File: config.mk
export PLATFORM = sky130hd
export DESIGN_NAME = sample_decimator
export DESIGN_NICKNAME = d
export VERILOG_FILES = /design/src/verilog/capture_pkg.sv /design/src/verilog/sample_decimator.sv
export VERILOG_INCLUDE_DIRS = /design/src /design/src/verilog
export SDC_FILE = /design/constraint.sdc
export NUM_CORES = 1
export LEC_CHECK = 0
export ABC_AREA = 1
export BUFFER_PORTS_ARGS = -buffer_cell sky130_fd_sc_hd__buf_4
export CAP_MARGIN = 20
export CELL_PAD_IN_SITES_DETAIL_PLACEMENT = 1
export CELL_PAD_IN_SITES_GLOBAL_PLACEMENT = 1
export CORE_MARGIN = 3
export CORE_UTILIZATION = 34
export DETAILED_ROUTE_END_ITERATION = 6
export GPL_ROUTABILITY_DRIVEN = 0
export PLACE_DENSITY_LB_ADDON = 0.1
export SYNTH_ARGS = -nofsm -noshare
export SYNTH_HDL_FRONTEND = slang
export SYNTH_SLANG_ARGS = --single-unit
File: constraint.sdc
create_clock -name adc_sampleclk -period 1.3 [get_ports adc_sampleclk]
set_clock_uncertainty 0.1 [all_clocks]
set_input_delay 0.065 -clock adc_sampleclk [delete_from_list [all_inputs] [get_ports adc_sampleclk]]
set_output_delay 0.065 -clock adc_sampleclk [all_outputs]
set_load 0.05 [all_outputs]
File: src/verilog/capture_consts.svh
`ifndef CAPTURE_CONSTS_SVH
`define CAPTURE_CONSTS_SVH

// datapath widths
`define SAMPLE_W         12
`define WORD_W           36
`define COUNT_W          16
`define DOWNSAMPLE_W     13

// buffer depths
`define PRESAMPLE_DEPTH  64   // holds at most 63 presamples
`define WORD_DEPTH       256

// apb register map
`define REG_CTRL         8'h00   // bit 0 arm, bit 1 low_res
`define REG_PRESAMPLES   8'h04
`define REG_MAX_SAMPLES  8'h08
`define REG_DOWNSAMPLE   8'h0C
`define REG_STATUS       8'h10   // armed, done, empty, overflow
`define REG_DATA         8'h14

`endif

File: src/verilog/capture_pkg.sv
`include "capture_consts.svh"

package capture_pkg;

    typedef logic [`SAMPLE_W-1:0]     sample_t;
    typedef logic [`WORD_W-1:0]       word_t;      // three samples, first on top
    typedef logic [`COUNT_W-1:0]      count_t;
    typedef logic [`DOWNSAMPLE_W-1:0] downsample_t;

    typedef logic [7:0]               apb_addr_t;
    typedef logic [31:0]              apb_data_t;

    // capture sequence
    typedef enum logic [2:0] {
        cs_idle,
        cs_armed,
        cs_pre_filling,
        cs_pre_full,
        cs_triggered,
        cs_done
    } capture_state_t;

endpackage

File: src/verilog/sample_decimator.sv
`timescale 1ns/10ps

module sample_decimator (
    input  logic                     adc_sampleclk,
    input  logic                     reset_i,
    input  logic                     arm_i,
    input  logic                     sample_mask_i,
    input  capture_pkg::downsample_t downsample_i,
    output logic                     keep_o
);
    import capture_pkg::*;

    downsample_t skip_cnt;   // masked samples since the last kept one

    // first masked sample after arm is kept, then every (downsample + 1)-th
    assign keep_o = sample_mask_i && (skip_cnt == '0);

    always_ff @(posedge adc_sampleclk) begin
        if (reset_i || arm_i) begin
            skip_cnt <= '0;
        end else if (sample_mask_i) begin
            if (skip_cnt == downsample_i)
                skip_cnt <= '0;
            else
                skip_cnt <= skip_cnt + 1'b1;
        end
    end

endmodule

# Word level (Yosys, flattened, before mapping)
# Cells that the tools add are included.
# Widths: inputs -> output; s select.
# word_totals
ff_bits	13
input_bits	17
output_inout_bits	1
wordCells	7
# classes
n_addsub	1
eq_ne	1
n_mux	1
reduce_logical	3
# op_table
op	n
$add 13x1->13 const B	1
$eq 13x13->1	1
$logic_not 13->1	1
$mux 13	1
$logic_and 1x1->1	1
$logic_or 1x1->1	1

# Longest topological paths before layout
# logic_depth
depth_word	2
mapped_depth	9
mapped_depth_nobuf	9

# Worst setup path before layout
# OpenSTA, ideal clock, no wires.
# synth_path
path_kind	register to output
from	reg skip_cnt[0]
to	out keep_o
t_arrival_ns	1.693
required_time_ns	1.135
slack_ns	-0.558
stages_incl_launch_ff	5
path_buffers	0
cell_sequence	dfxtp_1 > inv_2 > ha_1 > nand3_1 > nor3_1
# synth_via
elab_chain_len	2
# synth_rtl
item	line_no	rtl
start, declared	sample_decimator.sv:13	downsample_t skip_cnt;
start signal, assigned	sample_decimator.sv:25	skip_cnt <= skip_cnt + 1'b1;
$logic_not 13->1	sample_decimator.sv:16	assign keep_o = sample_mask_i && (skip_cnt == '0);
$logic_and 1x1->1	sample_decimator.sv:16	
end, declared	sample_decimator.sv:9	output logic keep_o
# No other way between the ends.

# Final worst setup path
# layout_path
from	reg skip_cnt[6]
to	out keep_o
# The elaborated chain is that of the path after synthesis.

==> flow_summary.json <==
{
  "fin_crit_ns": 1.62,
  "vdd.ir_drop.worst_v": 0.000335,
  "dieArea_um2": 4000,
  "clk-insertion-delay-late_ns": 0.31,
  "grt_first_pass_wirelength_um": 6410,
  "synth.lib_cells_used.distinct": 26,
  "dp_worst_setup_slack_ns": -0.177,
  "largest-register": "skip_cnt",
  "detail_route.wl_per_cell_um": 15.2,
  "synthesis.area_per_instance_um2": 6.02,
  "regToRegStartpoint": "skip_cnt[1]",
  "largest_registers": "skip_cnt x13",
  "layout_worst_path_cycle_share": 1.25,
  "cp_slowest_cell": "sky130_fd_sc_hd__dfxtp_2",
  "status": "finished with violations",
  "setup_viol_count_final": 14,
  "timing.hold.worst.start": "reset_i",
  "cts-htree-levels": 1,
  "synth_cells": 185,
  "top_usage_layer": "met2",
  "final_util": 0.596,
  "cap_violations": 0,
  "max_freq_mhz": 616,
  "postCtsHoldBufs": 0,
  "grt_max_degree": 9,
  "maxSlewViolCount": 0,
  "ys_ff_latch": 13,
  "gr-usage-met1": 0.235,
  "static_leakage_power_nw": 0.901,
  "antenna_violations_before_repair": 0,
  "slew_headroom": 0.626,
  "detailedRoute.firstPassIterationCount": 4,
  "gr-usage-all-layers": 0.207,
  "min-delay-path-class": "in2reg",
  "synthXorXnorAreaFrac": 0.0472,
  "synth.net_count": 204,
  "cts_max_path_buffers": 2,
  "antenna_left": 0,
  "synth.yosys.warnings": 0,
  "io_buffer_count": 17,
  "whs_path_depth": 4,
  "min_delay_worst_endpoint": "skip_cnt[7]",
  "synth-compound-area-share": 0.0416,
  "largest_register_ffs": 13,
  "numCtsBuffers": 3,
  "post_synth_fa_ha_maj_area_fraction": 0.0225,
  "fin_nets": 262,
  "grt_util_met2": 0.382,
  "synth_top_family_by_area": "simple AND/OR/NAND/NOR gates",
  "viasPerCell": 4.65,
  "worst_slew_pin_slew_ns": 0.560,
  "cp-start-kind": "flip-flop",
  "global_route.overflow_total": 0,
  "power_density_nw_per_um2": 493,
  "cts-root-buf": "sky130_fd_sc_hd__clkbuf_4",
  "clkTransAtPathRegs_ns": 0.09,
  "crit_path_max_incr_delay_ns": 0.35,
  "yosys-mux-area-fraction": 0,
  "grt_setup_unrepaired": "yes",
  "post_synth_instance_area_um2": 1110,
  "critical_path.reg2reg.endpoint": "skip_cnt[10]",
  "num_rows": 20,
  "rrSetupSlack_ns": -0.26,
  "clkSinkCount": 13,
  "worst-path-max-fanout": 4,
  "synthSimpleGateAreaFrac": 0.528,
  "drtIter0Drc": 55,
  "detailroute.via_count": 1330,
  "syn_to_layout_area_delta_pct": 64.7,
  "cp.arrival_ns": 1.46,
  "yosysSeqAreaShare": 0.234,
  "final.hold.worst_slack_ns": 0.0115,
  "worst_slack_ns": -0.325,
  "antennaDiodeCount": 0,
  "dpl.hpwl_um": 2980,
  "drcViolationCount": 0,
  "final_cell_mix": "sky130_fd_sc_hd__nand2_1, sky130_fd_sc_hd__buf_4, sky130_fd_sc_hd__inv_1",
  "grt.met3_usage": 0.0232,
  "final_common_cell": "sky130_fd_sc_hd__nand2_1",
  "drive_above_1_share": 0.529,
  "horiz_die_dim_um": 63.2,
  "path_class": "reg2out",
  "i_o_pin_count": 18,
  "worstPathCellList": "buf_4 > nor2_1 > nand4_1 > nor3_4 > buf_6",
  "reg2reg_depth": 9,
  "worst_ep_required_time_ns": 1.13,
  "initial_standard_cell_utilization_of_the_core": 0.362,
  "violated_checks": "setup timing",
  "vias_in_the_first_global_route": 1425,
  "final_hold_viol_count": 0,
  "core_area_um2": 3080,
  "detail_route.wirelength_um": 4360,
  "die_height_um": 63.2,
  "tritoncts": "yes",
  "critical_path.endpoint_type": "output pin"
}
-- per-layer routing --
layer	routed length [um]	part of all wire
met1	1820	0.42
met5	0	0
met3	123	0.028
met4	93	0.021
met2	2320	0.53
-- where the power goes --
part	switching [W]	internal (W)	total, W
sequential	0.00000714	0.000392	0.000400
combinational	0.000120	0.000105	0.000225
clock	0.000165	0.000115	0.000280
-- timing repair --
item / CTS / global route
resized for setup: 30 / 26
cloned: 1 / 0
setup endpoints to repair: 14 / 14
pin swaps: 25 / 14
buffers inserted: 5 / 5
-- cells by family (layout without fill, tap and decap cells) --
group / count (synthesis) / after routing
AO/OA/AOI/OAI: 8 / 8
XOR/XNOR: 6 / 6
adder cells (fa/ha/maj): 2 / 2
buffers and inverters: 35 / 91
flip-flops: 13 / 13
AND/OR/NAND/NOR: 121 / 122
-- worst max-delay path, delay by kind of cell (launching register included) --
family / cells / cell delay, ns
buffers and inverters: 2 / 0.33
flip-flops: 1 / 0.35
AND/OR/NAND/NOR: 3 / 0.48
-- cells in the mapped netlist --
cell type | n | share of area
sky130_fd_sc_hd__inv_2 | 7 | 0.024
sky130_fd_sc_hd__nand2_1 | 61 | 0.21
sky130_fd_sc_hd__nand2_4 | 1 | 0.010
sky130_fd_sc_hd__xor2_1 | 5 | 0.039
sky130_fd_sc_hd__o21ai_0 | 1 | 0.0045
sky130_fd_sc_hd__inv_4 | 1 | 0.0056
sky130_fd_sc_hd__nand2_2 | 4 | 0.022
sky130_fd_sc_hd__ha_1 | 2 | 0.022
sky130_fd_sc_hd__nand2_8 | 1 | 0.018
sky130_fd_sc_hd__and2_1 | 1 | 0.0056
sky130_fd_sc_hd__xnor2_1 | 1 | 0.0079
sky130_fd_sc_hd__nor2_4 | 4 | 0.040
sky130_fd_sc_hd__o21ai_2 | 1 | 0.0079
sky130_fd_sc_hd__nor3_1 | 1 | 0.0045
sky130_fd_sc_hd__nand3_1 | 7 | 0.031
sky130_fd_sc_hd__a21oi_1 | 2 | 0.0090
sky130_fd_sc_hd__buf_6 | 1 | 0.010
sky130_fd_sc_hd__o21ai_1 | 3 | 0.013
sky130_fd_sc_hd__dfxtp_1 | 13 | 0.23
sky130_fd_sc_hd__nor2_2 | 14 | 0.079
sky130_fd_sc_hd__nand3b_1 | 2 | 0.013
sky130_fd_sc_hd__nor2_1 | 19 | 0.064
sky130_fd_sc_hd__or2_2 | 1 | 0.0056
sky130_fd_sc_hd__inv_1 | 26 | 0.088
sky130_fd_sc_hd__nand4_1 | 5 | 0.028
sky130_fd_sc_hd__o211ai_1 | 1 | 0.0067
-- cell type report --
type	instances	area, um2
Timing Repair Buffer	53	437
Tap cell	44	55.1
Multi-Input combinational cell	138	893
Clock buffer	3	22.5
Sequential cell	13	287
Fill cell	418	1240
Inverter	34	135
Clock inverter	1	5.00
-- per-stage QoR --
step	cells	instance area (um2)	total power, W	setup TNS, ns
2_1_floorplan	185	1150	0.000515	-0.118
3_3_place_gp	272	1520	0.000585	-1.13
3_5_place_dp	272	1520	0.000592	-1.93
4_1_cts	282	1700	0.000868	-1.57
5_1_grt	286	1830	0.000936	-2.98
6_report	286	1830	0.000905	-1.87
-- worst max path at each step --
stage                           start           end  depth (start not counted)
after floorplan           skip_cnt[0]  skip_cnt[10]                          8
after global routing      skip_cnt[1]  skip_cnt[12]                         10
after global placement    skip_cnt[0]  skip_cnt[10]                          8
final                     skip_cnt[6]        keep_o                          5
after detailed placement  skip_cnt[5]   skip_cnt[9]                          9
after CTS                 skip_cnt[0]        keep_o                          5
(Power assumes the default switching activity.)
