[src/verilog/capture_consts.svh]
`ifndef CAPTURE_CONSTS_SVH
`define CAPTURE_CONSTS_SVH

// datapath widths
`define SAMPLE_W         12
`define WORD_W           36
`define COUNT_W          16
`define DOWNSAMPLE_W     13

// buffer depths
`define PRESAMPLE_DEPTH  64   // holds at most 63 presamples
`define WORD_DEPTH       256

// apb register map
`define REG_CTRL         8'h00   // bit 0 arm, bit 1 low_res
`define REG_PRESAMPLES   8'h04
`define REG_MAX_SAMPLES  8'h08
`define REG_DOWNSAMPLE   8'h0C
`define REG_STATUS       8'h10   // armed, done, empty, overflow
`define REG_DATA         8'h14

`endif

[src/verilog/capture_pkg.sv]
`include "capture_consts.svh"

package capture_pkg;

    typedef logic [`SAMPLE_W-1:0]     sample_t;
    typedef logic [`WORD_W-1:0]       word_t;      // three samples, first on top
    typedef logic [`COUNT_W-1:0]      count_t;
    typedef logic [`DOWNSAMPLE_W-1:0] downsample_t;

    typedef logic [7:0]               apb_addr_t;
    typedef logic [31:0]              apb_data_t;

    // capture sequence
    typedef enum logic [2:0] {
        cs_idle,
        cs_armed,
        cs_pre_filling,
        cs_pre_full,
        cs_triggered,
        cs_done
    } capture_state_t;

endpackage

[src/verilog/presample_fifo.sv]
`timescale 1ns/10ps
`include "capture_consts.svh"

module presample_fifo (
    input  logic                 adc_sampleclk,
    input  logic                 reset_i,
    input  logic                 arm_i,
    input  capture_pkg::sample_t sample_i,
    input  logic                 sample_mask_i,
    input  logic                 keep_i,
    input  logic                 store_en_i,
    input  logic                 drain_i,
    input  logic                 forward_en_i,
    input  logic                 word_full_i,
    output capture_pkg::sample_t sample_o,
    output logic                 sample_valid_o,
    output logic                 sample_written_o,
    output logic                 fifo_empty_o,
    output logic                 overflow_o
);
    import capture_pkg::*;

    localparam int PTR_W = $clog2(`PRESAMPLE_DEPTH);

    sample_t           mem [`PRESAMPLE_DEPTH];
    logic [PTR_W-1:0]  wr_ptr;
    logic [PTR_W-1:0]  rd_ptr;
    logic [PTR_W:0]    count;
    logic              full;
    logic              offer;    // kept sample while storing
    logic              fwd_rd;
    logic              rd_en;

    assign full             = (count == (PTR_W+1)'(`PRESAMPLE_DEPTH));
    assign fifo_empty_o     = (count == '0);
    assign offer            = sample_mask_i && keep_i && store_en_i;
    assign sample_written_o = offer && !full;
    assign fwd_rd           = forward_en_i && !word_full_i && !fifo_empty_o && !drain_i;
    assign rd_en            = drain_i || fwd_rd;   // drained entries are dropped

    always_ff @(posedge adc_sampleclk) begin
        if (sample_written_o)
            mem[wr_ptr] <= sample_i;
        if (fwd_rd)
            sample_o <= mem[rd_ptr];
    end

    always_ff @(posedge adc_sampleclk) begin
        if (reset_i || arm_i) begin
            wr_ptr         <= '0;
            rd_ptr         <= '0;
            count          <= '0;
            sample_valid_o <= 1'b0;
            overflow_o     <= 1'b0;
        end else begin
            sample_valid_o <= fwd_rd;
            if (sample_written_o)
                wr_ptr <= wr_ptr + 1'b1;
            if (rd_en)
                rd_ptr <= rd_ptr + 1'b1;
            case ({sample_written_o, rd_en})
                2'b10:   count <= count + 1'b1;
                2'b01:   count <= count - 1'b1;
                default: ;
            endcase
            if (offer && full)
                overflow_o <= 1'b1;   // sticky until the next arm
        end
    end

    a_no_underrun: assert property (@(posedge adc_sampleclk) disable iff (reset_i)
        rd_en |-> !fifo_empty_o);

endmodule

[config.mk]
export PLATFORM = sky130hd
export DESIGN_NAME = presample_fifo
export DESIGN_NICKNAME = d
export VERILOG_FILES = /design/src/verilog/capture_pkg.sv /design/src/verilog/presample_fifo.sv
export VERILOG_INCLUDE_DIRS = /design/src /design/src/verilog
export SDC_FILE = /design/constraint.sdc
export NUM_CORES = 1
export LEC_CHECK = 0
export ABC_AREA = 0
export ABC_CLOCK_PERIOD_IN_PS = 4200
export BUFFER_PORTS_ARGS = -buffer_cell sky130_fd_sc_hd__buf_2
export CAP_MARGIN = 5
export CORE_MARGIN = 2
export CORE_UTILIZATION = 59
export DETAILED_ROUTE_END_ITERATION = 10
export GPL_ROUTABILITY_DRIVEN = 0
export GPL_TIMING_DRIVEN = 0
export PLACE_DENSITY = 0.76
export SLEW_MARGIN = 0
export SYNTH_ARGS = -nofsm -noshare
export SYNTH_HDL_FRONTEND = slang
export SYNTH_SLANG_ARGS = --single-unit
[constraint.sdc]
create_clock -name adc_sampleclk -period 4.2 [get_ports adc_sampleclk]
set_input_delay 0.42 -clock adc_sampleclk [delete_from_list [all_inputs] [get_ports adc_sampleclk]]
set_output_delay 0.42 -clock adc_sampleclk [all_outputs]
set_load 0.03 [all_outputs]
Yosys cells after proc, flatten, opt, wreduce, memory -nomap -nowiden:

Memories as Yosys holds them, arrays and structs flattened. A register that Yosys moved wholly into a read port is not among the register bits.
Index checks and enable logic that the tools add are counted.

* bits in writable memories: 768
* register bits: 21
* memories kept: 1
* output and inout port bits: 16
* bits of input ports: 21

Memories
* mem: words 64, width 12, read ports 1, clocked after memory_dff 1, write ports 1, line presample_fifo.sv:25 `` sample_t mem [`PRESAMPLE_DEPTH]; ``

* equality and inequality tests: 3
* add/subtract/negate cells: 4
* reduce and logical (&&, ||, !) cells: 15
* multiplexer cells: 3

Operator list (count)
* case mux 7 bit (2 select lines): 1
* adder 6 x 1 -> 6 bit, second input constant: 2
* adder 7 x 1 -> 7 bit, second input constant: 1
* equality test 7 bit, second input constant: 1
* logical AND 1 bit: 7
* zero test 7 bit: 1
* subtractor 7 x 1 -> 7 bit, second input constant: 1
* zero test 1 bit: 4
* equality test 2 x 1 -> 1 bit, second input constant: 1
* equality test 2 bit, second input constant: 1
* logical OR 1 bit: 2
* two-way mux 1 bit: 2
* nonzero test 2 bit: 1

Depth between registers and ports, before layout:

* word-level depth: 7
* gate-level depth with buffers: 12
* gate-level depth less buffers: 12

Worst setup path after synthesis:

OpenSTA, ideal clock, no wires.

* kind: register to register
* start point: register count[2]
* end point: register count[4]
* setup time: 70 ps
* stages on the path, launching flop included: 12
* data required time: 4130 ps
* slack: 1453 ps
* period minus slack after synthesis: 2747 ps
* arrival time: 2677 ps
* buffers on the path: 0
* path through: dfxtp_1 -> nor4_1 -> a311oi_1 -> nor2_1 -> inv_1 -> ha_1 -> ha_1 -> nor2b_1 -> o21a_1 -> o21a_1 -> or3_1 -> a21oi_1

* longest elaborated chain between the ends: 7
* elaborated cells on any way between the ends: 14

RTL lines
* from (decl): line presample_fifo.sv:28 `logic [PTR_W:0] count;`
* from (signal assigned): line presample_fifo.sv:62 `2'b10: count <= count + 1'b1;`
* from (signal assigned): line presample_fifo.sv:63 `2'b01: count <= count - 1'b1;`
* zero test 7 bit (*): line presample_fifo.sv:35 `assign fifo_empty_o = (count == '0);`
* zero test 1 bit (*): line presample_fifo.sv:38 `assign fwd_rd = forward_en_i && !word_full_i && !fifo_empty_o && !drain_i;`
* logical AND 1 bit (*) (2 in a row): line presample_fifo.sv:38
* logical OR 1 bit (*): line presample_fifo.sv:39 `assign rd_en = drain_i || fwd_rd;`
* named net rd_en: line presample_fifo.sv:32 `logic rd_en;`
* equality test 2 x 1 -> 1 bit / equality test 2 bit (equally long branches): line presample_fifo.sv:61 `case ({sample_written_o, rd_en})`
* case mux 7 bit (2 select lines) / nonzero test 2 bit (equally long branches)

The timed path passes the listed nets; every way through them passes the cells marked *.
A chain may end at the register's enable or synchronous reset.

Worst setup path after layout:

* start point: register count[0]
* end point: register count[4]

Same word-level chain as after synthesis.

==> results.yml <==
yosys:
  syn_area_sq_mm: 0.0312
  syn_area_per_cell_sq_um: 20.3
  ys_types: 54
  yosysSeqAreaShare: 0.765
  async_flop_share: 0
  yosysTopAreaCellShare: 0.752
  synthMostInstantiatedCell: "edfxtp_1"
  synthTopCellsByCount: "edfxtp_1, mux4_2, mux2i_1"
  synth_area_leader_cell: "edfxtp_1"
  synth_seq_cells: 801
  postSynthCellCount: 1536
  synth_edf_count: 780
  synth-warning-count: 0
  ys.flop_type: "edfxtp_1"
  synth_nets: 1566
  yosys-top-cells-area: "edfxtp_1, mux4_2, mux2i_1, dfxtp_1, nor2_1"
clock_tree:
  htree_levels: 3
  cts_hold_buffers: 0
  clock_sinks: 801
  cts_buffers: 77
  post_cts_buffers: 0
  tritoncts: "built"
  cts_resized: 0
  cts_root_buf: "clkbuf_16"
  clk_latency_ns: 0.63
  path_clk_slew_ns: 0.06
  cts.path.max_buffers: 3
setup_path:
  cpLargestDelayFamily: "compound AO/OA/AOI/OAI gates"
  critPathLaunchType: "register"
  arrival_ns: 4.38
  path_cells: "nor2_1, a311oi_1, nor2_1, inv_1, ha_1, inv_1, fa_1, nor2b_1, o21a_1, nor3_1, or3_1, a21oi_1"
  end_kind: "register"
  path_buf_inv: 2
  r2r_start: "count[0]$_SDFFE_PP0P_"
  timing.rr.end: "count[4]$_SDFFE_PP0P_"
  slowest_stage: "a311oi_1"
  critPathMaxFanout: 8
  cp_slowest_stage_delay_ns: 1.10
  reg2reg_depth: 12
  crit_required_ns: 4.74
  path_class: "register to register"
  ff2ff_setup_slack_ns: 0.36
placed_design:
  dp_hpwl_um: 48500
  preCtsSetupSlack_ns: 0.499
  dp.cells: 2265
  port_buffers: 36
  place_area_sq_mm: 0.0322
grt:
  grt_util_met1: 0.408
  met2_usage: 0.467
  overflow: 0
  grt_max_degree: 65
  track_usage: 0.301
  antenna_found_initial: 1
  grt_pass1_vias: 15941
  grt_use_met3: 0.0725
  grt_pass1_wl_um: 114000
  top_usage_layer: "met2"
timing:
  worst_pin_slew_ns: 1.39
  finalSetupViolations: 0
  setup_ws_ns: 0.361
  period_needed_ns: 3.84
  fin_hold_ws_ns: 0.189
  maxSlewViolCount: 0
  rsz0062_at_grt: "no"
  hold_violations: 0
  finalClockSkew_ns: 0.0222
  max_slew_margin: 0.0719
  setup_tns_ns: 0
  max_freq_mhz: 260
  finalCritPeriodShare: 0.914
route:
  routed_wl_um: 80000
  first_pass_iters: 6
  drc: 0
  drtIter0Drc: 2535
  ant_nets: 0
  viasPerCell: 6.75
  via_count: 16317
  wl_per_cell_um: 33.1
floorplan:
  die-area_sq_mm: 0.0547
  boundaryPins: 37
  dieWidth_um: 234
  core_sq_mm: 0.0523
  fp.dieH_um: 234
  initial_core_util: 0.595
  rows: 84
finish:
  final_cells: 2419
  syn_to_final_growth_pct: 11.9
  final_area_sq_mm: 0.0349
  drive_gt1_frac: 0.216
  finalNetCount: 1698
hold_path:
  holdPathEnd: "overflow_o$_SDFFE_PP0P_"
  hold_path_startpoint: "keep_i"
  hp-class: "input port to register"
  hold_depth: 4
run:
  drv_cap: 0
power_and_ir_drop:
  ir_drop_mv: 0.312
  p_leak_uw: 0.0107
  power_density_mw_per_mm2: 467
run_status:
  status: "finished clean"
==> per-stage QoR <==
| step | util | power, uW |
|---|---|---|
| after floorplan | - | 9340 |
| after global placement | 0.615 | 9620 |
| after detailed placement | 0.616 | 9640 |
| after CTS | 0.663 | 16300 |
| after global routing | 0.666 | 16600 |
| final | 0.666 | 16300 |
==> cells by family after synthesis <==
group,count (synthesis),share of synthesized area
AND/OR/NAND/NOR,181,0.0262
adder cells (fa/ha/maj),9,0.00386
multiplexers,275,0.147
buffers and inverters,92,0.0170
flip-flops,801,0.765
AO/OA/AOI/OAI,167,0.0380
XOR/XNOR,11,0.00309
==> worst max-delay path by stage <==
stage                                startpoint                     to  slack [ns]  cells past startpoint
after floorplan           count[2]$_SDFFE_PP0P_  count[4]$_SDFFE_PP0P_        1.45                     11
after global placement               store_en_i    mem[3][2]$_DFFE_PP_        0.47                      7
after detailed placement             store_en_i   mem[48][8]$_DFFE_PP_        0.50                      7
after CTS                 count[0]$_SDFFE_PP0P_  count[4]$_SDFFE_PP0P_        0.49                     12
after global routing      count[0]$_SDFFE_PP0P_  count[4]$_SDFFE_PP0P_        0.23                     12
final                     count[0]$_SDFFE_PP0P_  count[4]$_SDFFE_PP0P_        0.36                     12
==> final cells by class <==
type / instances / area, sq um
Antenna cell: 1 / 2.50
Buffer: 83 / 497
Clock buffer: 99 / 2060
Clock inverter: 42 / 387
Fill cell: 3250 / 17500
Inverter: 9 / 33.8
Multi-Input combinational cell: 643 / 6800
Sequential cell: 801 / 23800
Tap cell: 688 / 861
Timing Repair Buffer: 53 / 370
==> state kept, by name (all words and copies together) (netlist names) <==
signal	cells
overflow_o	1
sample_valid_o	1
count	7
sample_o	12
wr_ptr	6
rd_ptr	6
mem	768
==> worst min-delay path, delay by kind of cell <==
family          cells  cell delay (ns)
buf+inv             1             0.10
simple gates        2             0.12
compound gates      1             0.12
==> placed cells by master, fill, tap and decap left out, types with 26 or more instances in the layout <==
master	n
a211oi_1	35
a21oi_1	26
a22oi_1	27
buf_2	58
buf_4	30
clkbuf_1	45
clkbuf_16	79
edfxtp_1	780
mux2i_1	130
mux4_2	145
nand2_1	32
nor2_1	93
o22ai_1	34
==> layer usage <==
layer  up-vias  share of wire
met5         -        0.00019
met4         2          0.052
met2      1143           0.47
li1       6614              -
met1      8353           0.36
met3       205           0.12
==> power breakdown <==
| group | switching, uW | total [uW] | internal, uW |
|---|---|---|---|
| Sequential | 10.6 | 8790 | 8780 |
| Combinational | 452 | 696 | 244 |
| Clock | 2930 | 6790 | 3860 |
Power figures use the tool's default switching activity.
