`config.mk`:
```
export PLATFORM = sky130hd
export DESIGN_NAME = apb_capture_regs
export DESIGN_NICKNAME = d
export VERILOG_FILES = /design/src/verilog/capture_pkg.sv /design/src/verilog/apb_capture_regs.sv
export VERILOG_INCLUDE_DIRS = /design/src /design/src/verilog
export SDC_FILE = /design/constraint.sdc
export NUM_CORES = 1
export LEC_CHECK = 0
export ABC_AREA = 1
export BUFFER_PORTS_ARGS = -buffer_cell sky130_fd_sc_hd__buf_4
export CAP_MARGIN = 20
export CORE_MARGIN = 10
export CORE_UTILIZATION = 25
export DETAILED_ROUTE_END_ITERATION = 12
export PLACE_DENSITY_LB_ADDON = 0.1
export SETUP_SLACK_MARGIN = 0.1
export SYNTH_ARGS = -nofsm -noshare
export SYNTH_HDL_FRONTEND = slang
export SYNTH_SLANG_ARGS = --single-unit
```
`constraint.sdc`:
```
create_clock -name adc_sampleclk -period 3 [get_ports adc_sampleclk]
set_input_delay 0.9 -clock adc_sampleclk [delete_from_list [all_inputs] [get_ports adc_sampleclk]]
set_output_delay 0.9 -clock adc_sampleclk [all_outputs]
set_load 0.02 [all_outputs]
```
`src/verilog/capture_consts.svh`:
```
`ifndef CAPTURE_CONSTS_SVH
`define CAPTURE_CONSTS_SVH

// datapath widths
`define SAMPLE_W         12
`define WORD_W           36
`define COUNT_W          16
`define DOWNSAMPLE_W     13

// buffer depths
`define PRESAMPLE_DEPTH  64   // holds at most 63 presamples
`define WORD_DEPTH       256

// apb register map
`define REG_CTRL         8'h00   // bit 0 arm, bit 1 low_res
`define REG_PRESAMPLES   8'h04
`define REG_MAX_SAMPLES  8'h08
`define REG_DOWNSAMPLE   8'h0C
`define REG_STATUS       8'h10   // armed, done, empty, overflow
`define REG_DATA         8'h14

`endif

```
`src/verilog/capture_pkg.sv`:
```
`include "capture_consts.svh"

package capture_pkg;

    typedef logic [`SAMPLE_W-1:0]     sample_t;
    typedef logic [`WORD_W-1:0]       word_t;      // three samples, first on top
    typedef logic [`COUNT_W-1:0]      count_t;
    typedef logic [`DOWNSAMPLE_W-1:0] downsample_t;

    typedef logic [7:0]               apb_addr_t;
    typedef logic [31:0]              apb_data_t;

    // capture sequence
    typedef enum logic [2:0] {
        cs_idle,
        cs_armed,
        cs_pre_filling,
        cs_pre_full,
        cs_triggered,
        cs_done
    } capture_state_t;

endpackage

```
`src/verilog/apb_capture_regs.sv`:
```
`timescale 1ns/10ps
`include "capture_consts.svh"

module apb_capture_regs (
    input  logic                     adc_sampleclk,
    input  logic                     reset_i,
    input  logic                     psel_i,
    input  logic                     penable_i,
    input  logic                     pwrite_i,
    input  capture_pkg::apb_addr_t   paddr_i,
    input  capture_pkg::apb_data_t   pwdata_i,
    input  logic [7:0]               byte_i,
    input  logic                     empty_i,
    input  logic                     armed_i,
    input  logic                     done_i,
    input  logic                     overflow_i,
    output capture_pkg::apb_data_t   prdata_o,
    output logic                     pready_o,
    output logic                     pslverr_o,
    output logic                     arm_pulse_o,
    output logic                     low_res_o,
    output capture_pkg::count_t      presamples_o,
    output capture_pkg::count_t      max_samples_o,
    output capture_pkg::downsample_t downsample_o,
    output logic                     byte_pop_o
);
    import capture_pkg::*;

    logic access;     // access phase completes the transfer on this edge
    logic wr_done;
    logic rd_done;
    logic data_sel;
    logic mapped;

    assign access   = psel_i && penable_i;
    assign wr_done  = access && pwrite_i;
    assign rd_done  = access && !pwrite_i;
    assign data_sel = (paddr_i == `REG_DATA);
    assign pready_o = 1'b1;   // zero wait states

    assign arm_pulse_o = wr_done && (paddr_i == `REG_CTRL) && pwdata_i[0];
    assign byte_pop_o  = rd_done && data_sel && !empty_i;   // pop after the byte is taken
    assign pslverr_o   = access && (!mapped || (rd_done && data_sel && empty_i));

    always_comb begin
        mapped   = 1'b1;
        prdata_o = '0;
        case (paddr_i)
            `REG_CTRL:        prdata_o = {30'd0, low_res_o, 1'b0};
            `REG_PRESAMPLES:  prdata_o = {16'd0, presamples_o};
            `REG_MAX_SAMPLES: prdata_o = {16'd0, max_samples_o};
            `REG_DOWNSAMPLE:  prdata_o = {19'd0, downsample_o};
            `REG_STATUS:      prdata_o = {28'd0, overflow_i, empty_i, done_i, armed_i};
            `REG_DATA:        prdata_o = empty_i ? '0 : {24'd0, byte_i};
            default:          mapped   = 1'b0;
        endcase
    end

    always_ff @(posedge adc_sampleclk) begin
        if (reset_i) begin
            low_res_o     <= 1'b0;
            presamples_o  <= '0;
            max_samples_o <= '0;
            downsample_o  <= '0;
        end else if (wr_done) begin
            case (paddr_i)
                `REG_CTRL:        low_res_o     <= pwdata_i[1];
                `REG_PRESAMPLES:  presamples_o  <= pwdata_i[`COUNT_W-1:0];
                `REG_MAX_SAMPLES: max_samples_o <= pwdata_i[`COUNT_W-1:0];
                `REG_DOWNSAMPLE:  downsample_o  <= pwdata_i[`DOWNSAMPLE_W-1:0];
                default: ;
            endcase
        end
    end

    // setup phase is always followed by the access phase
    a_setup_access: assert property (@(posedge adc_sampleclk) disable iff (reset_i)
        (psel_i && !penable_i) |=> (psel_i && penable_i));

endmodule

```
# Word-level counts from Yosys, hierarchy flattened
# Cells that the tools add are included.
[totals] wordCells=31 output_inout_bits=82 regBits=46
[op_classes] eq_ne=5 mux=3 n_reduce_logical=19
[op_table] operator="$pmux 16 s6" count=1
[op_table] operator="$eq 8x4->1 const B" count=2
[op_table] operator="$eq 8x5->1 const B" count=2
[op_table] operator="$logic_and 1x1->1" count=9
[op_table] operator="$eq 8x3->1 const B" count=1
[op_table] operator="$logic_not 8->1" count=1
[op_table] operator="$mux 8" count=1
[op_table] operator="$reduce_and 2->1" count=4
[op_table] operator="$reduce_or 6->1" count=1
[op_table] operator="$logic_not 1->1" count=3
[op_table] operator="$logic_or 1x1->1" count=1
[op_table] operator="$mux 1" count=1

# Longest topological paths before layout
# Gate-level depths: netlist (run 1).
[logic_depth] ltp_word=6 ltp_mapped=9 mapped_depth_nobuf=8

# Worst setup path after synthesis (run 1)
# No wires, ideal clock.
[synth_path] path_type="input -> output" from="input port paddr_i[1]" to="output port byte_pop_o" required_time_ps=2100 path_stages=6 arrival_time_ps=2001 setup_slack_ps=99 cell_sequence="nor2_2 nand2_2 nor2_2 buf_4 nand2_1 nor3_1"
[synth_between] elab_chain_len=3
[synth_rtl] item="from (decl)" line="apb_capture_regs.sv:10" source="input capture_pkg::apb_addr_t paddr_i,"
[synth_rtl] item="$eq 8x5->1"
[synth_rtl] item="$logic_and 1x1->1 (2 in series)" line="apb_capture_regs.sv:42" source="assign byte_pop_o = rd_done && data_sel && !empty_i;"
[synth_rtl] item="to (decl)" line="apb_capture_regs.sv:25" source="output logic byte_pop_o"
# No other way between the ends.

# Final worst setup path (run 1)
[layout_path] from="input port paddr_i[7]" to="output port prdata_o[3]"
[layout_between] elab_chain_len=2 elab_cells_between_ends=7
[layout_rtl] item="$eq 8x5->1 (tied with other cells)" line="apb_capture_regs.sv:48" source="case (paddr_i)"
[layout_rtl] item="$pmux 16 s6 *" line="apb_capture_regs.sv:48"
[layout_rtl] item="to (decl)" line="apb_capture_regs.sv:17" source="output capture_pkg::apb_data_t prdata_o,"
# Every way passes the cells marked *; elsewhere a longest branch is shown, timed or not.

==> results of run 1 <==
## what timing repair did
item,in CTS,in global routing
hold buffers,0,0
pin swaps,10,11
setup buffers,1,0
setup endpoints to repair,18,16
gates cloned,0,0
gates resized for setup,21,16
## routing by layer
| layer | track usage, % | wire [um] |
|---|---|---|
| met5 | 0 | 0 |
| met4 | 1.855 | 30 |
| met3 | 3.998 | 650 |
| met2 | 19.85 | 4104 |
| met1 | 15.56 | 4276 |
## worst max-delay path: stages
cell,delay [ps]
buf_6,90
nor2_4,120
nand2_4,130
nor2_8,260
buf_12,160
nand2_4,40
nand2_2,50
a21oi_2,30
nand3_1,70
buf_6,120
## cells in the final DEF (no fill, tap or decap), types with 6 or more instances in the layout
cell type / count
nand2_2: 6
nand3_1: 43
conb_1: 17
buf_6: 16
nor2_1: 11
dfxtp_1: 46
o21ai_0: 7
o21ai_1: 9
nand2_1: 74
a21oi_1: 47
inv_1: 23
buf_4: 103
## synth_stat cells, types with 5 or more instances
library cell / n / share of area, %
nand4_1: 5 / 1.3
nand2_2: 5 / 1.3
clkbuf_1: 5 / 0.78
buf_6: 8 / 3.7
inv_1: 24 / 3.7
dfxtp_1: 46 / 38
nand3_1: 43 / 8.9
nand2_1: 78 / 12
nor2_1: 13 / 2.0
o21ai_1: 8 / 1.7
o211ai_1: 5 / 1.6
o21ai_0: 8 / 1.7
a21oi_1: 49 / 10
buf_4: 18 / 5.6
buf_2: 5 / 1.0
## path summary, 6_finish.rpt
path                                        to  slack [ps]  cells after the start
setup reg to reg  presamples_o[0]$_SDFFE_PP0P_        2300                      2
hold / removal    presamples_o[1]$_SDFFE_PP0P_         480                      2
setup / recovery                   prdata_o[3]         110                     10
hold reg to reg   presamples_o[1]$_SDFFE_PP0P_         480                      2
## stage by stage
step                      instances  setup TNS, ps  total power (uW)  hold WS [ps]  util [%]
final                           576              0              1218         479.3     38.39
after global placement          567         -104.7             740.0         461.7     35.63
after detailed placement        567         -103.0             740.2         466.2     35.63
after CTS                       576              0              1229         481.5     37.72
after floorplan                 352              0             696.3         538.3         -
after global routing            576              0              1271         502.0     38.39
## cell families after synthesis
logic type	count (synthesis)	share of synthesized area (%)
AOI/OAI and AO/OA	73	15.80
buffers and inverters	61	15.02
DFF	46	38.11
other	2	0.3108
and+or+nand+nor	155	30.76
## power breakdown
group | internal, uW | switching, uW | total (uW)
registers | 610 | 0.193 | 611
clock network | 250 | 231 | 482
logic | 49.2 | 76.2 | 125
## sequential cells by signal, indices dropped and copies added (netlist names)
register / flops
downsample_o: 13
low_res_o: 1
presamples_o: 16
max_samples_o: 16
## cell type report
cell class	count	area, um2	area share, %
clock buffers	5	68.82	1.922
clock inverters	3	43.79	1.223
inverters	25	93.84	2.621
multi-input cells	245	1264	35.29
flip-flops and latches	46	920.9	25.72
well taps	129	161.4	4.507
repair buffers	123	1028	28.72
==> summary.md, run 1 <==
| Metric | Value |
|---|---|
| Tot GR Track Use | `between 10% and 20%` |
| Crit Path Max Fanout | `8` |
| Min-delay src | `presamples_o[1]$_SDFFE_PP0P_` |
| Antenna violation net count after detailed routing | `0` |
| Critical Path Start Type | `primary input` |
| Die H | `118.3 um` |
| Crit path kind | `in -> out` |
| Clock sink count | `46` |
| Crit path time final | `2893 ps` |
| Number of synthesized flops with an enable pin | `0` |
| Core Region | `between 0.009 and 0.01 mm2` |
| Area delta synth->final | `48.21%` |
| Placer Congestion | `~0.77` |
| Vias | `2,581` |
| Yosys warns | `0` |
| Peak VDD IR | `150.1 uV` |
| Fmax | `0.3457 GHz` |
| First-pass GRT wire length | `about 14 mm` |
| CTS tree | `yes` |
| Asr flop ratio synth | `0%` |
| Crit path capture type | `output pin` |
| Synthesized flop and latch total | `46` |
| Final setup violating endpoints | `0` |
| # fillers | `1,018` |
| MaxCap Viol Count | `0` |
| Clock-pin slew on the worst setup and hold paths | `90 ps` |
| Worst-Skew Late Latency | `290 ps` |
| Starting Density | `25.90%` |
| # port buffers | `105` |
| IO Count | `between 100 and 150` |
| Cell variety after synth | `23` |
| Critical path data required time | `roughly 2100 ps` |
| Outcome | `finished clean` |
| Fin. max-slew vios | `0` |
| Hold Crit Class | `reg -> reg` |
| H-tree levels | `2` |
| # DRC | `0` |
| Initial antenna violation count | `0` |
| Clock skew | `0 ps` |
| Placed Instance Area | `0.003323 mm2` |
| Final #Nets | `503` |
| Post-synth top flop | `dfxtp_1` |
| WP data arrival | `1990 ps` |
| Final period utilization | `96.43%` |
| Root buffer selected by CTS | `clkbuf_8` |
| Via density per instance | `4.481` |
| Die width | `around 120 um` |
| Layout cells sized above 1 | `35.57%` |
| Syn_area_per_cell | `7.169 um2` |
| Post-route cell area | `0.003581 mm2` |
| Setup crit start | `paddr_i[7]` |
| Vias in the first global route | `2,686` |
| Pleak | `between 0.0015 and 0.002 uW` |
| DP Worst Slack | `-30.56 ps` |
| Mapped Area | `0.002416 mm2` |
| Mapped Cells | `337` |
| Gr ovfl total | `0` |
| Num CTS Buffers | `5` |
| Drt first-iter violations | `98` |
| Hold Vio Cnt, Final | `0` |
| FP Rows | `35` |
| Total Routed Length | `9.063 mm` |
| Seq/Total Area, Yosys | `38.11%` |
| R2r startpoint | `presamples_o[0]$_SDFFE_PP0P_` |
| Pin count of the biggest net entering global routing | `36` |
| DR pass1 iterations | `4` |
| DIE AREA | `about 0.014 mm2` |
| RSZ-0062 raised after global routing | `true` |
| Bufs on Longest Clock Path | `2` |
| Antenna diode count | `0` |
| Setup slack after layout | `between 100 and 150 ps` |
| Post-DP HPWL | `about 6.6 mm` |
| Drt wl/cell | `15.73 um` |
| Pwr Density | `340.1 mW/mm2` |
Power figures use the tool's default switching activity.
==> inputs of run 2 (changes only) <==
--- a/config.mk
+++ b/config.mk
@@ -11,7 +11,9 @@
 export CAP_MARGIN = 20
 export CORE_MARGIN = 10
 export CORE_UTILIZATION = 25
+export CTS_CLUSTER_DIAMETER = 80
 export DETAILED_ROUTE_END_ITERATION = 12
+export GPL_TIMING_DRIVEN = 0
 export PLACE_DENSITY_LB_ADDON = 0.1
 export SETUP_SLACK_MARGIN = 0.1
 export SYNTH_ARGS = -nofsm -noshare
==> constraint.sdc (replaced) <==
create_clock -name adc_sampleclk -period 3.6 [get_ports adc_sampleclk]
set_input_delay 1.08 -clock adc_sampleclk [delete_from_list [all_inputs] [get_ports adc_sampleclk]]
set_output_delay 1.08 -clock adc_sampleclk [all_outputs]
set_load 0.02 [all_outputs]
==> run 2 against run 1 <==
Clock skew unchanged. Cell area fell by 1.9%. Wire length grew 8.6%. Clock power decreased by 30%. Critical path type unchanged.
==> summary.md, run 2 (synthesis gave the netlist of run 1 again) <==
| Metric | Value |
|---|---|
| Outcome | `finished clean` |
| Clock-pin slew on the worst setup and hold paths | `100 ps (about the same)` |
| Commonest non-fill, non-tap cell in the layout | `buf_4` |
| Pleak | `0.001588 uW (-0.69%)` |
| WHS | `477.8 ps (-1.545 ps)` |
| First-pass GRT wire length | `14.77 mm (+3.2%)` |
| Gr ovfl total | `0 (unchanged)` |
| Bufs on Longest Clock Path | `2 (unchanged)` |
| Largest registers | `max_samples_o: 16 flops, presamples_o: 16 flops, downsample_o: 13 flops` |
| Highest-count cells in the layout ignoring fill and taps | `buf_4, nand2_1, a21oi_1` |
| Hold Buf Count CTS | `0 (unchanged)` |
| Pin count of the biggest net entering global routing | `15 (-58%)` |
| Cell repeated most along the worst path | `buf_4` |
| Post-DP HPWL | `7.458 mm (+13%)` |
| Root buffer selected by CTS | `clkbuf_8` |
| Crit Path Max Fanout | `10 (+2)` |
| Setup TNS | `0 ps (unchanged)` |
| # fillers | `1,040 (+2.2%)` |
| IO Count | `139 (unchanged)` |
| FP Rows | `35 (unchanged)` |
| Hold EP | `max_samples_o[9]$_SDFFE_PP0P_` |
| Crit path kind | `in -> out` |
| Crit path time final | `~3400 ps` |
| Die H | `118.3 um (unchanged)` |
| Die width | `118.3 um (unchanged)` |
| Hold depth | `2 (unchanged)` |
| Tot GR Track Use | `13.24% (+1.0 points)` |
| Clock skew | `0 ps (unchanged)` |
| RR Endpoint | `presamples_o[4]$_SDFFE_PP0P_` |
| Starting Density | `25.90% (unchanged)` |
| Rel. slew slack | `59.97%` |
| Vias | `2,617 (+1.4%)` |
| Fmax | `0.2976 GHz` |
| Critical-path top delay cell | `nor2_8` |
| Min-delay src | `max_samples_o[9]$_SDFFE_PP0P_` |
| Critical Path Start Type | `primary input` |
| Worst-Skew Late Latency | `300 ps (about the same)` |
| Antenna violation net count after detailed routing | `0 (unchanged)` |
| Pwr Density | `273.2 mW/mm2 (-20%)` |
| Hold Crit Class | `reg -> reg` |
| Num CTS Buffers | `5 (unchanged)` |
| Peak VDD IR | `120.9 uV (-19%)` |
| Vias in the first global route | `2,601 (-3.2%)` |
| WP data arrival | `2280 ps (+290 ps)` |
| Crit path capture type | `output pin` |
| Core Region | `0.009328 mm2 (unchanged)` |
| Placer Congestion | `0.7764 (+0.95%)` |
| CTS tree | `yes` |
| Clock sink count | `46 (unchanged)` |
| Placed Instance Area | `0.003415 mm2 (+2.7%)` |
| Cells along the critical path | `buf_4 -> nor2_2 -> nand2_4 -> nor2_8 -> inv_2 -> o21ai_0 -> nor2_1 -> nand2_1 -> buf_4` |
| R2r startpoint | `presamples_o[4]$_SDFFE_PP0P_` |
| Initial antenna violation count | `0 (unchanged)` |
| Setup slack after layout | `239.6 ps (+132.4 ps)` |
| R2r worst-path depth | `2 (unchanged)` |
| MaxCap Viol Count | `0 (unchanged)` |
| Critical path data required time | `2520 ps (+420 ps)` |
| Antenna diode count | `0 (unchanged)` |
| # port buffers | `104 (-0.95%)` |
| DP Worst Slack | `47.97 ps (+78.53 ps)` |
| Final #Nets | `520 (+3.4%)` |
| Hold Vio Cnt, Final | `0 (unchanged)` |
| Total power | `959.6 uW (-21%)` |
| Area delta synth->final | `45.37%` |
| DR pass1 iterations | `5 (+1)` |
| RSZ-0062 raised after global routing | `false` |
| Total Routed Length | `9.841 mm (+8.6%)` |
| Layout cells sized above 1 | `34.05% (-1.5 points)` |
| Worst reg-to-reg setup slack | `2950 ps (+650 ps)` |
| Final setup violating endpoints | `0 (unchanged)` |
| H-tree levels | `2 (unchanged)` |
| # DRC | `0 (unchanged)` |
| Drt first-iter violations | `96 (-2.0%)` |
| Drt wl/cell | `16.60 um (+5.5%)` |
| Max stage delay on crit path | `210 ps (-50 ps)` |
| Post-route cell area | `0.003512 mm2 (-1.9%)` |
| Fin. max-slew vios | `0 (unchanged)` |
| Worst-margin pin slew | `600.4 ps` |
| Final period utilization | `93.35%` |
| Via density per instance | `4.413 (-1.5%)` |
| DIE AREA | `0.01400 mm2 (unchanged)` |
[run 2: cell types whose count changed in the layout (fill, tap and decap cells not counted), moves of 3 or more]
cell / previous run / this run
buf_12: 3 / 0
buf_4: 103 / 122
nand2_1: 74 / 78
nor2_4: 5 / 2
buf_2: 0 / 4
buf_6: 16 / 9
nand2_4: 5 / 2
clkbuf_1: 0 / 6
[run 2: area by class of cell]
cell class / count / area, um2 / area share [%]
Multi-Input combinational cell: 245 / 1194 / 33.99
Sequential cell: 46 / 920.9 / 26.22
Timing Repair Buffer: 104 / 780.7 / 22.23
Buffer: 36 / 275.3 / 7.838
Tap cell: 129 / 161.4 / 4.596
Inverter: 25 / 93.84 / 2.672
Clock buffer: 6 / 72.57 / 2.066
Clock inverter: 2 / 13.76 / 0.3919
[run 2: worst max path at each step]
stage	start	endpoint	slack [ps]	cells past startpoint
floorplan	paddr_i[1]	byte_pop_o	340	6
global placement	paddr_i[1]	prdata_o[10]	90	8
detailed placement	paddr_i[1]	prdata_o[10]	50	8
CTS	paddr_i[1]	prdata_o[10]	150	8
global route	paddr_i[7]	prdata_o[0]	120	9
finish	paddr_i[7]	prdata_o[1]	240	9
[run 2: critical path: cells and delay by family]
| kind | cells | cell delay, ps |
|---|---|---|
| simple gates | 5 | 620 |
| buf+inv | 3 | 390 |
| compound gates | 1 | 170 |
[run 2: what timing repair did]
item	CTS	global route
endpoints found under the setup margin	7	4
buffers inserted	0	0
gates resized for setup	1	3
[run 2: layer usage]
layer  GRT usage, %  share of wire (%)
met5              0                  0
met4          1.855               0.42
met2          21.84                 47
met1          16.11                 44
met3          5.378                8.8
[run 2: power by group]
group / switching, uW / leakage [uW] / internal [uW]
sequential: 0.158 / 0.000370 / 509
combinational: 66.1 / 0.00117 / 49.3
clock: 198 / 0.0000452 / 138
[run 2: per-stage QoR]
stage,cells,util [%]
finish,593,37.65
global route,593,37.65
CTS,593,37.56
detailed placement,585,36.61
global placement,585,36.61
floorplan,352,-
